[config.mk]
export PLATFORM = sky130hd
export DESIGN_NAME = gnn_accu_top
export DESIGN_NICKNAME = d
export VERILOG_FILES = /design/src/rtl/gnn_accu_pkg.sv /design/src/rtl/accu_bank.sv /design/src/rtl/gnn_accu_top.sv /design/src/rtl/result_store.sv /design/src/rtl/vertex_pe.sv /design/src/rtl/wb_host_port.sv
export SDC_FILE = /design/constraint.sdc
export NUM_CORES = 2
export LEC_CHECK = 0
export BUFFER_PORTS_ARGS = -buffer_cell sky130_fd_sc_hd__buf_2
export CAP_MARGIN = 10
export CORE_MARGIN = 3
export CORE_UTILIZATION = 27
export CTS_BUF_LIST = sky130_fd_sc_hd__clkbuf_16
export DETAILED_ROUTE_END_ITERATION = 10
export PLACE_DENSITY = 0.48
export SLEW_MARGIN = 0
export SYNTH_ARGS = -nofsm -noshare
export SYNTH_HDL_FRONTEND = slang
export SYNTH_SLANG_ARGS = --single-unit
[constraint.sdc]
create_clock -name clk -period 4.45 [get_ports clk]
set_input_delay 0.2225 -clock clk [delete_from_list [all_inputs] [get_ports clk]]
set_output_delay 0.2225 -clock clk [all_outputs]
set_load 0.005 [all_outputs]
[src/rtl/gnn_accu_pkg.sv]
package gnn_accu_pkg;

    // feature vector geometry
    localparam int MAX_FV_NUM     = 8;
    localparam int FV_SIZE        = 8;
    localparam int MAX_NODE_ID    = 16;
    localparam int PAIRS_PER_NODE = MAX_FV_NUM / 2;
    localparam int STORE_DEPTH    = MAX_NODE_ID * PAIRS_PER_NODE;

    // derived widths
    localparam int NODE_ID_W   = $clog2(MAX_NODE_ID);
    localparam int FV_IDX_W    = $clog2(MAX_FV_NUM);
    localparam int FV_CNT_W    = FV_IDX_W + 1;
    localparam int PAIR_IDX_W  = $clog2(PAIRS_PER_NODE);
    localparam int STORE_IDX_W = $clog2(STORE_DEPTH);
    localparam int PAIR_W      = 2 * FV_SIZE;

    // wishbone bus widths
    localparam int WB_ADR_W = 8;
    localparam int WB_DAT_W = 32;

    // host word addresses
    localparam logic [WB_ADR_W-1:0] ADR_STREAM      = 8'h00;
    localparam logic [WB_ADR_W-1:0] ADR_STATUS      = 8'h01;
    localparam logic [WB_ADR_W-1:0] ADR_RESULT_BASE = 8'h40;

    // host to pe beat, declared msb first so feature lands in dat_w[7:0]
    // change flags the last beat of an element; eos is the last beat of the node
    typedef struct packed {
        logic                 eos;
        logic                 change;
        logic                 sos;
        logic [NODE_ID_W-1:0] node_id;
        logic [FV_SIZE-1:0]   weight;
        logic [FV_SIZE-1:0]   feature;
    } edge_beat_t;

    typedef struct packed {
        logic [FV_SIZE-1:0]   data;
        logic [NODE_ID_W-1:0] node_id;
    } vertex_data_t;

    typedef struct packed {
        logic sos;
        logic change;
        logic eos;
    } vertex_cntl_t;

    // even element sits in data[7:0]
    typedef struct packed {
        logic                 req;
        logic                 grant_valid;
        logic                 sos;
        logic                 eos;
        logic [NODE_ID_W-1:0] node_id;
        logic [PAIR_W-1:0]    data;
    } out_pair_t;

endpackage

[src/rtl/accu_bank.sv]
`timescale 1ns/1ps

module accu_bank (
    input  logic                        clk,
    input  logic                        reset,
    input  gnn_accu_pkg::vertex_data_t  vertex_data,
    input  gnn_accu_pkg::vertex_cntl_t  vertex_cntl,
    input  logic                        req_grant,
    output logic                        bank_busy,
    output gnn_accu_pkg::out_pair_t     out_pair
);

    import gnn_accu_pkg::*;

    typedef enum logic [1:0] {
        IDLE,
        STREAM_IN,
        OUT_WAIT,
        OUT
    } state_t;

    state_t state;

    logic [MAX_FV_NUM-1:0][FV_SIZE-1:0] buffer;
    logic [FV_CNT_W-1:0]                cnt;
    logic [FV_CNT_W-1:0]                fv_num;
    logic [NODE_ID_W-1:0]               cur_node_id;
    logic [FV_IDX_W-1:0]                idx_lo;
    logic [FV_IDX_W-1:0]                idx_hi;
    logic [FV_SIZE-1:0]                 acc_sum;
    logic                               last_pair;

    assign idx_lo    = cnt[FV_IDX_W-1:0];
    assign idx_hi    = idx_lo + 1'b1;
    // wraps modulo 256
    assign acc_sum   = buffer[idx_lo] + vertex_data.data;
    assign last_pair = (cnt + FV_CNT_W'(2)) >= fv_num;

    assign bank_busy = (state != IDLE);

    always_comb begin
        out_pair         = '0;
        out_pair.node_id = cur_node_id;
        out_pair.data    = {buffer[idx_hi], buffer[idx_lo]};
        case (state)
            OUT_WAIT: begin
                // req stays up through the grant cycle
                out_pair.req = 1'b1;
                if (req_grant) begin
                    out_pair.grant_valid = 1'b1;
                    out_pair.sos         = 1'b1;
                    out_pair.eos         = last_pair;
                end
            end
            OUT: begin
                out_pair.grant_valid = 1'b1;
                out_pair.eos         = last_pair;
            end
            default: begin
            end
        endcase
    end

    always_ff @(posedge clk) begin
        if (reset) begin
            state       <= IDLE;
            buffer      <= '0;
            cnt         <= '0;
            fv_num      <= '0;
            cur_node_id <= '0;
        end else begin
            case (state)
                IDLE: begin
                    if (vertex_cntl.sos) begin
                        buffer[idx_lo] <= acc_sum;
                        cur_node_id    <= vertex_data.node_id;
                        if (vertex_cntl.eos) begin
                            fv_num <= cnt + 1'b1;
                            state  <= OUT_WAIT;
                        end else begin
                            state <= STREAM_IN;
                            if (vertex_cntl.change) begin
                                cnt <= cnt + 1'b1;
                            end
                        end
                    end
                end
                STREAM_IN: begin
                    buffer[idx_lo] <= acc_sum;
                    if (vertex_cntl.eos) begin
                        fv_num <= cnt + 1'b1;
                        cnt    <= '0;
                        state  <= OUT_WAIT;
                    end else if (vertex_cntl.change) begin
                        cnt <= cnt + 1'b1;
                    end
                end
                OUT_WAIT: begin
                    if (req_grant) begin
                        if (last_pair) begin
                            state  <= IDLE;
                            cnt    <= '0;
                            buffer <= '0;
                        end else begin
                            state <= OUT;
                            cnt   <= cnt + FV_CNT_W'(2);
                        end
                    end
                end
                OUT: begin
                    if (last_pair) begin
                        state  <= IDLE;
                        cnt    <= '0;
                        buffer <= '0;
                    end else begin
                        cnt <= cnt + FV_CNT_W'(2);
                    end
                end
                default: state <= IDLE;
            endcase
        end
    end

endmodule

[src/rtl/gnn_accu_top.sv]
`timescale 1ns/1ps

module gnn_accu_top (
    input  logic                              clk,
    input  logic                              reset,
    input  logic                              cyc,
    input  logic                              stb,
    input  logic                              we,
    input  logic [gnn_accu_pkg::WB_ADR_W-1:0] adr,
    input  logic [gnn_accu_pkg::WB_DAT_W-1:0] dat_w,
    output logic [gnn_accu_pkg::WB_DAT_W-1:0] dat_r,
    output logic                              ack
);

    import gnn_accu_pkg::*;

    edge_beat_t   beat;
    vertex_data_t vertex_data;
    vertex_cntl_t vertex_cntl;
    out_pair_t    out_pair;

    logic                   beat_valid;
    logic                   pe_ready;
    logic                   pe_holding;
    logic                   bank_busy;
    logic                   engine_busy;
    logic                   req_grant;
    logic [STORE_IDX_W-1:0] rd_index;
    logic [PAIR_W-1:0]      rd_data;

    assign engine_busy = pe_holding || bank_busy;

    wb_host_port u_host (
        .clk         (clk),
        .reset       (reset),
        .cyc         (cyc),
        .stb         (stb),
        .we          (we),
        .adr         (adr),
        .dat_w       (dat_w),
        .dat_r       (dat_r),
        .ack         (ack),
        .pe_ready    (pe_ready),
        .engine_busy (engine_busy),
        .beat_valid  (beat_valid),
        .beat        (beat),
        .rd_index    (rd_index),
        .rd_data     (rd_data)
    );

    vertex_pe u_pe (
        .clk         (clk),
        .reset       (reset),
        .beat_valid  (beat_valid),
        .beat        (beat),
        .vertex_data (vertex_data),
        .vertex_cntl (vertex_cntl),
        .bank_busy   (bank_busy),
        .pe_ready    (pe_ready),
        .pe_holding  (pe_holding)
    );

    accu_bank u_bank (
        .clk         (clk),
        .reset       (reset),
        .vertex_data (vertex_data),
        .vertex_cntl (vertex_cntl),
        .req_grant   (req_grant),
        .bank_busy   (bank_busy),
        .out_pair    (out_pair)
    );

    result_store u_store (
        .clk       (clk),
        .reset     (reset),
        .out_pair  (out_pair),
        .req_grant (req_grant),
        .rd_index  (rd_index),
        .rd_data   (rd_data)
    );

endmodule

[src/rtl/result_store.sv]
`timescale 1ns/1ps

module result_store (
    input  logic                                  clk,
    input  logic                                  reset,
    input  gnn_accu_pkg::out_pair_t               out_pair,
    output logic                                  req_grant,
    input  logic [gnn_accu_pkg::STORE_IDX_W-1:0]  rd_index,
    output logic [gnn_accu_pkg::PAIR_W-1:0]       rd_data
);

    import gnn_accu_pkg::*;

    logic [PAIR_W-1:0]      mem [STORE_DEPTH];
    logic [PAIR_IDX_W-1:0]  pair_cnt;
    logic [PAIR_IDX_W-1:0]  pair_idx;
    logic [STORE_IDX_W-1:0] wr_index;
    logic                   writing;

    assign req_grant = out_pair.req && !writing;

    // first pair of a stream always goes to slot 0 of the node
    assign pair_idx = out_pair.sos ? '0 : pair_cnt;
    assign wr_index = {out_pair.node_id, pair_idx};

    always_ff @(posedge clk) begin
        if (reset) begin
            for (int i = 0; i < STORE_DEPTH; i++) begin
                mem[i] <= '0;
            end
            pair_cnt <= '0;
            writing  <= 1'b0;
        end else if (out_pair.grant_valid) begin
            mem[wr_index] <= out_pair.data;
            if (out_pair.eos) begin
                pair_cnt <= '0;
                writing  <= 1'b0;
            end else begin
                pair_cnt <= pair_idx + 1'b1;
                writing  <= 1'b1;
            end
        end
    end

    // host read port
    always_ff @(posedge clk) begin
        rd_data <= mem[rd_index];
    end

endmodule

[src/rtl/vertex_pe.sv]
`timescale 1ns/1ps

module vertex_pe (
    input  logic                        clk,
    input  logic                        reset,
    input  logic                        beat_valid,
    input  gnn_accu_pkg::edge_beat_t    beat,
    output gnn_accu_pkg::vertex_data_t  vertex_data,
    output gnn_accu_pkg::vertex_cntl_t  vertex_cntl,
    input  logic                        bank_busy,
    output logic                        pe_ready,
    output logic                        pe_holding
);

    import gnn_accu_pkg::*;

    logic [2*FV_SIZE-1:0] product;
    logic                 valid_q;
    logic                 draining;

    assign product = beat.weight * beat.feature;

    always_ff @(posedge clk) begin
        if (reset) begin
            vertex_data <= '0;
            vertex_cntl <= '0;
            valid_q     <= 1'b0;
        end else begin
            valid_q            <= beat_valid;
            vertex_cntl.sos    <= beat_valid && beat.sos;
            vertex_cntl.change <= beat_valid && beat.change;
            vertex_cntl.eos    <= beat_valid && beat.eos;
            // zero data on idle cycles so the bank can add unconditionally
            vertex_data.data    <= beat_valid ? product[FV_SIZE-1:0] : '0;
            vertex_data.node_id <= beat.node_id;
        end
    end

    // set once an eos has gone out, held until the bank drops busy
    always_ff @(posedge clk) begin
        if (reset) begin
            draining <= 1'b0;
        end else if (vertex_cntl.eos) begin
            draining <= 1'b1;
        end else if (!bank_busy) begin
            draining <= 1'b0;
        end
    end

    assign pe_ready   = !vertex_cntl.eos && !(draining && bank_busy);
    assign pe_holding = valid_q;

endmodule

[src/rtl/wb_host_port.sv]
`timescale 1ns/1ps

module wb_host_port (
    input  logic                                  clk,
    input  logic                                  reset,
    input  logic                                  cyc,
    input  logic                                  stb,
    input  logic                                  we,
    input  logic [gnn_accu_pkg::WB_ADR_W-1:0]     adr,
    input  logic [gnn_accu_pkg::WB_DAT_W-1:0]     dat_w,
    output logic [gnn_accu_pkg::WB_DAT_W-1:0]     dat_r,
    output logic                                  ack,
    input  logic                                  pe_ready,
    input  logic                                  engine_busy,
    output logic                                  beat_valid,
    output gnn_accu_pkg::edge_beat_t              beat,
    output logic [gnn_accu_pkg::STORE_IDX_W-1:0]  rd_index,
    input  logic [gnn_accu_pkg::PAIR_W-1:0]       rd_data
);

    import gnn_accu_pkg::*;

    logic xfer;
    logic is_stream;
    logic is_status;
    logic is_result;
    logic stream_wr;
    logic accept;
    logic rd_result_q;
    logic status_q;

    // a transfer is only seen again once the previous ack has dropped
    assign xfer      = cyc && stb && !ack;
    assign is_stream = (adr == ADR_STREAM);
    assign is_status = (adr == ADR_STATUS);
    assign is_result = (adr[WB_ADR_W-1:STORE_IDX_W] ==
                        ADR_RESULT_BASE[WB_ADR_W-1:STORE_IDX_W]);

    assign stream_wr = xfer && we && is_stream;

    // stream writes wait for the pe while everything else acks right away
    assign accept = xfer && (!stream_wr || pe_ready);

    // store read port is registered and lines up with the ack cycle
    assign rd_index = adr[STORE_IDX_W-1:0];

    always_ff @(posedge clk) begin
        if (reset) begin
            ack         <= 1'b0;
            beat_valid  <= 1'b0;
            rd_result_q <= 1'b0;
            status_q    <= 1'b0;
        end else begin
            ack         <= accept;
            beat_valid  <= accept && stream_wr;
            rd_result_q <= accept && !we && is_result;
            status_q    <= accept && !we && is_status && engine_busy;
        end
    end

    always_ff @(posedge clk) begin
        if (stream_wr) begin
            beat <= edge_beat_t'(dat_w[$bits(edge_beat_t)-1:0]);
        end
    end

    always_comb begin
        if (rd_result_q) begin
            dat_r = {{(WB_DAT_W-PAIR_W){1'b0}}, rd_data};
        end else begin
            dat_r = {{(WB_DAT_W-1){1'b0}}, status_q};
        end
    end

endmodule

==> results_dict.tcl <==
set metrics [dict create \
    status "complete, no violations" \
    fp.coreArea_um2 191000 \
    power.combinational.fraction_pct 5.1 \
    max-vdd-ir-drop_mv 0.398 \
    setup_repair_after_global_routing_missed_its_margin "no" \
    drcViolationCount 0 \
    min-delay-start "adr[3]" \
    route.detailed.wl_per_inst_um 23.7 \
    r2r_end "u_pe.vertex_data[11]$_SDFF_PP0_" \
    dpl.hpwl_mm 94.5 \
    cts_hold_buffers 28 \
    hold-path-cell-count 3 \
    cp_data_required_time_ns 5.12 \
    antennaDiodeCount 0 \
    syn_avg_cell_area_um2 13.7 \
    setup-tns-final_ns 0 \
    setup.worst_path.class "register to register" \
    placedCellCount 6206 \
    area_of_the_mapped_netlist_um2 52200 \
    overflow 0 \
    seq_power_share_pct 50.9 \
    antenna_left 0 \
    area.growth.synth_to_final_pct 15.1 \
    synth_edf_count 1047 \
    timing.final.crit_share_pct 84.7 \
    instances_no_fill 6472 \
    synth_cells 3807 \
    die_area_um2 199000 \
    avgViaCountPerCell 4.87 \
    drt_wl_total_mm 153 \
    timing.final.setup_violations 0 \
    sw_share_pct 22.1 \
    r2r.worst_path.cells 11 \
    category_of_the_worst_setup_path_launch_point "register" \
    grt_antenna_before_repair 0 \
    final_period_minus_worst_setup_slack_ns 3.77 \
    drt_pre_antenna_iters 5 \
    number_of_buffers_inserted_by_post_cts_setup_repair 0 \
    grt_pass1_wl_mm 225 \
    timing.slew.headroom_pct 21.3 \
    cts_resized 0 \
    total_leakage_power_nw 19.7 \
    cts_tree "done" \
    synth-warning-count 0 \
    postSynth.topFlopCell "sky130_fd_sc_hd__edfxtp_1" \
    worst_hold_path_endpoint "u_store.rd_data[4]$_DFF_P_" \
    p_sw_mw 5.34 \
    portion_of_total_power_attributed_to_the_clock_network_pct 44.0 \
    clock.fmax_ghz 0.265 \
    first_iter_violations 3067 \
    reg_to_reg_setup_timing_slack_ns 0.68 \
    critPathMaxFanout 6 \
    clkSlewWorstSetupHoldPaths_ns 0.06 \
    fp-row-count 160 \
    total_power_mw 24.2 \
    critical_path.reg2reg.startpoint "u_host.beat[2]$_DFFE_PP_" \
    grt_pass1_vias 32000 \
    finClkSkew_ns 0.0324 \
    worst_slew_pin_slew_ns 1.18 \
    vias 31500 \
    effective_utilization_at_floorplan_pct 27.3 \
    inserted_clock_buffers 134 \
    ys_ff_latch 1165 \
    netlist.top_cell.by_area "sky130_fd_sc_hd__edfxtp_1" \
    report.final.slew_viol_count 0 \
    power_density_nw_per_um2 403 \
    holdCritPathClass "primary input to register" \
    finalNetCount 3949 \
    n_fill_cell 18900 \
    seqCellArea_um2 33800 \
    grt_start_max_net_pins 66 \
    cell_internal_pwr_mw 18.9 \
    cts-root-buf "sky130_fd_sc_hd__clkbuf_16" \
    critical_path_end_type "register" \
    synth.top_cells.by_area "sky130_fd_sc_hd__edfxtp_1 60%, sky130_fd_sc_hd__mux4_2 12%, sky130_fd_sc_hd__nor2_1 7.6%" \
    i_o_pin_count 78 \
    max_cap_viol_count 0 \
    clk-insertion-delay-late_ns 0.77 \
    hold_violations 0 \
    groute.usage.overall_pct 15.3 \
    synth_top_area_share_pct 60.3 \
    asyncSetResetFlopFracSynth_pct 0 \
    share_of_layout_cells_above_drive_strength_1_pct 19.2 \
    yosysSeqAreaShare_pct 64.8 \
    place.port_buffers 52 \
    die_h_um 446 \
    ctsHtreeMaxLevel 4 \
    cts_max_path_buffers 3 \
    die_width_um 446 \
    multiInputGateArea_um2 16600 \
    synthDistinctLibCells 66 \
    cp_data_arrival_time_ns 4.44 \
    cts.sinks 1165 \
    gp_routability_congestion 0.848 \
]
[registers in the layout (all words and copies together), names as in the netlist, 2 cells and up]
signal and cells:
u_pe.vertex_data 12, u_bank.state 2, u_bank.fv_num 4, u_host.beat 23
u_bank.cur_node_id 4, u_store.mem 1024, u_bank.cnt 4, u_store.rd_data 16
u_pe.vertex_cntl 3, u_bank.buffer 64, u_store.pair_cnt 2
[logic make-up (layout without fill, tap and decap cells)]
family / after synthesis / after routing / share of synthesized area (%)
buf+inv: 401 / 540 / 3.91
flops: 1165 / 1165 / 64.8
xor+xnor: 23 / 23 / 0.516
simple gates: 1462 / 1462 / 11.3
mux: 360 / 360 / 13.7
fa+ha+maj: 45 / 45 / 1.27
compound gates: 350 / 350 / 4.53
other cells: 1 / 16 / 0.00719
[worst max-delay path: stages (launching register included)]
cell and delay, ns:
sky130_fd_sc_hd__edfxtp_1 0.46, sky130_fd_sc_hd__and2_1 0.20, sky130_fd_sc_hd__fa_1 0.42, sky130_fd_sc_hd__inv_1 0.08, sky130_fd_sc_hd__fa_1 0.43, sky130_fd_sc_hd__fa_1 0.50, sky130_fd_sc_hd__fa_1 0.38, sky130_fd_sc_hd__xor2_1 0.19
sky130_fd_sc_hd__xnor3_1 0.34, sky130_fd_sc_hd__xnor3_1 0.39, sky130_fd_sc_hd__xnor3_1 0.22, sky130_fd_sc_hd__nor2_1 0.09
[metal layers]
layer	GRT usage, %	share of wire (%)	vias to the layer above
li1	-	-	14000
met1	20.8	43	16300
met2	25.5	49	1000
met3	2.34	5.7	196
met4	4.30	2.3	0
met5	0	0	-
[through the flow]
step	util, %	setup slack [ns]	hold WS [ns]	area, µm²
4_1_cts	31.4	0.653	0.0830	60000
2_1_floorplan	-	0.666	0.298	52200
6_report	31.4	0.682	0.153	60000
5_1_grt	31.4	0.510	0.127	60000
3_5_place_dp	29.0	0.711	0.401	55500
3_3_place_gp	29.0	0.676	0.400	55500
[final cells by class]
| type | count | area share [%] |
|---|---|---|
| inverter | 54 | 0.340 |
| tap | 2511 | 5.23 |
| multi-input combinational | 2256 | 27.6 |
| clock inverter | 95 | 1.08 |
| timing repair buffer | 248 | 3.44 |
| sequential | 1165 | 56.3 |
| clock buffer | 143 | 5.96 |
[cell usage in the layout (no fill, tap or decap), types with 14 or more instances in the layout]
master                          count
sky130_fd_sc_hd__a22o_1            19
sky130_fd_sc_hd__buf_2             49
sky130_fd_sc_hd__o22ai_1           23
sky130_fd_sc_hd__dlygate4sd3_1     28
sky130_fd_sc_hd__conb_1            16
sky130_fd_sc_hd__nand3_1           16
sky130_fd_sc_hd__mux2i_4           16
sky130_fd_sc_hd__o31ai_1           61
sky130_fd_sc_hd__clkbuf_16        143
sky130_fd_sc_hd__nor3_1            34
sky130_fd_sc_hd__inv_1             93
sky130_fd_sc_hd__mux4_2           270
sky130_fd_sc_hd__clkinv_1          24
sky130_fd_sc_hd__a21oi_1          106
sky130_fd_sc_hd__dfxtp_1          117
sky130_fd_sc_hd__o21ai_0           19
sky130_fd_sc_hd__mux2i_1           24
sky130_fd_sc_hd__buf_12            19
sky130_fd_sc_hd__ha_1              32
sky130_fd_sc_hd__nand2_1          226
sky130_fd_sc_hd__buf_4            150
sky130_fd_sc_hd__mux2_2            50
sky130_fd_sc_hd__and2_1            48
sky130_fd_sc_hd__nor2_1          1062
sky130_fd_sc_hd__edfxtp_1        1047
sky130_fd_sc_hd__a22oi_1           65
sky130_fd_sc_hd__clkinv_2          14
[cell usage after synthesis, types with 7 or more instances]
cell type and count:
sky130_fd_sc_hd__mux4_2 270, sky130_fd_sc_hd__xor2_1 8, sky130_fd_sc_hd__mux2_2 50, sky130_fd_sc_hd__buf_2 117, sky130_fd_sc_hd__xnor2_1 10, sky130_fd_sc_hd__o32ai_1 8
sky130_fd_sc_hd__o22ai_1 23, sky130_fd_sc_hd__o21ai_0 19, sky130_fd_sc_hd__a22o_1 19, sky130_fd_sc_hd__a22oi_1 65, sky130_fd_sc_hd__nand4_1 9, sky130_fd_sc_hd__nand2_1 226
sky130_fd_sc_hd__buf_6 36, sky130_fd_sc_hd__and2_1 48, sky130_fd_sc_hd__o31ai_1 61, sky130_fd_sc_hd__and3_1 11, sky130_fd_sc_hd__nand3_1 16, sky130_fd_sc_hd__nor2_1 1062
sky130_fd_sc_hd__edfxtp_1 1047, sky130_fd_sc_hd__a221oi_1 7, sky130_fd_sc_hd__dfxtp_1 118, sky130_fd_sc_hd__fa_1 13, sky130_fd_sc_hd__nand2b_1 10, sky130_fd_sc_hd__inv_1 53
sky130_fd_sc_hd__buf_1 32, sky130_fd_sc_hd__nand2_2 8, sky130_fd_sc_hd__a21oi_1 107, sky130_fd_sc_hd__nor2b_1 14, sky130_fd_sc_hd__clkbuf_1 130, sky130_fd_sc_hd__nor3_1 35
sky130_fd_sc_hd__ha_1 32, sky130_fd_sc_hd__buf_4 32, sky130_fd_sc_hd__mux2i_1 31
[worst max path at each step]
stage / end / slack (ns) / depth (start not counted) / from
global route: u_pe.vertex_data[11]$_SDFF_PP0_ / 0.51 / 11 / u_host.beat[2]$_DFFE_PP_
finish: u_pe.vertex_data[11]$_SDFF_PP0_ / 0.68 / 11 / u_host.beat[2]$_DFFE_PP_
CTS: u_pe.vertex_data[11]$_SDFF_PP0_ / 0.65 / 11 / u_host.beat[2]$_DFFE_PP_
detailed placement: u_pe.vertex_data[11]$_SDFF_PP0_ / 0.71 / 11 / u_host.beat[2]$_DFFE_PP_
global placement: u_pe.vertex_data[11]$_SDFF_PP0_ / 0.68 / 11 / u_host.beat[2]$_DFFE_PP_
floorplan: u_bank.buffer[14]$_SDFFE_PP0P_ / 0.67 / 14 / u_bank.cnt[1]$_SDFFE_PP0P_
[power by group through the flow]
stage | sequential, mW | clock, mW | combinational [mW]
3_3_place_gp | 12.5 | 0 | 1.23
5_1_grt | 12.4 | 11.3 | 1.30
4_1_cts | 12.3 | 10.9 | 1.25
6_report | 12.3 | 10.6 | 1.23
2_1_floorplan | 12.5 | 0 | 0.763
3_5_place_dp | 12.6 | 0 | 1.23
Note: power is estimated with default switching activity, not from simulation.
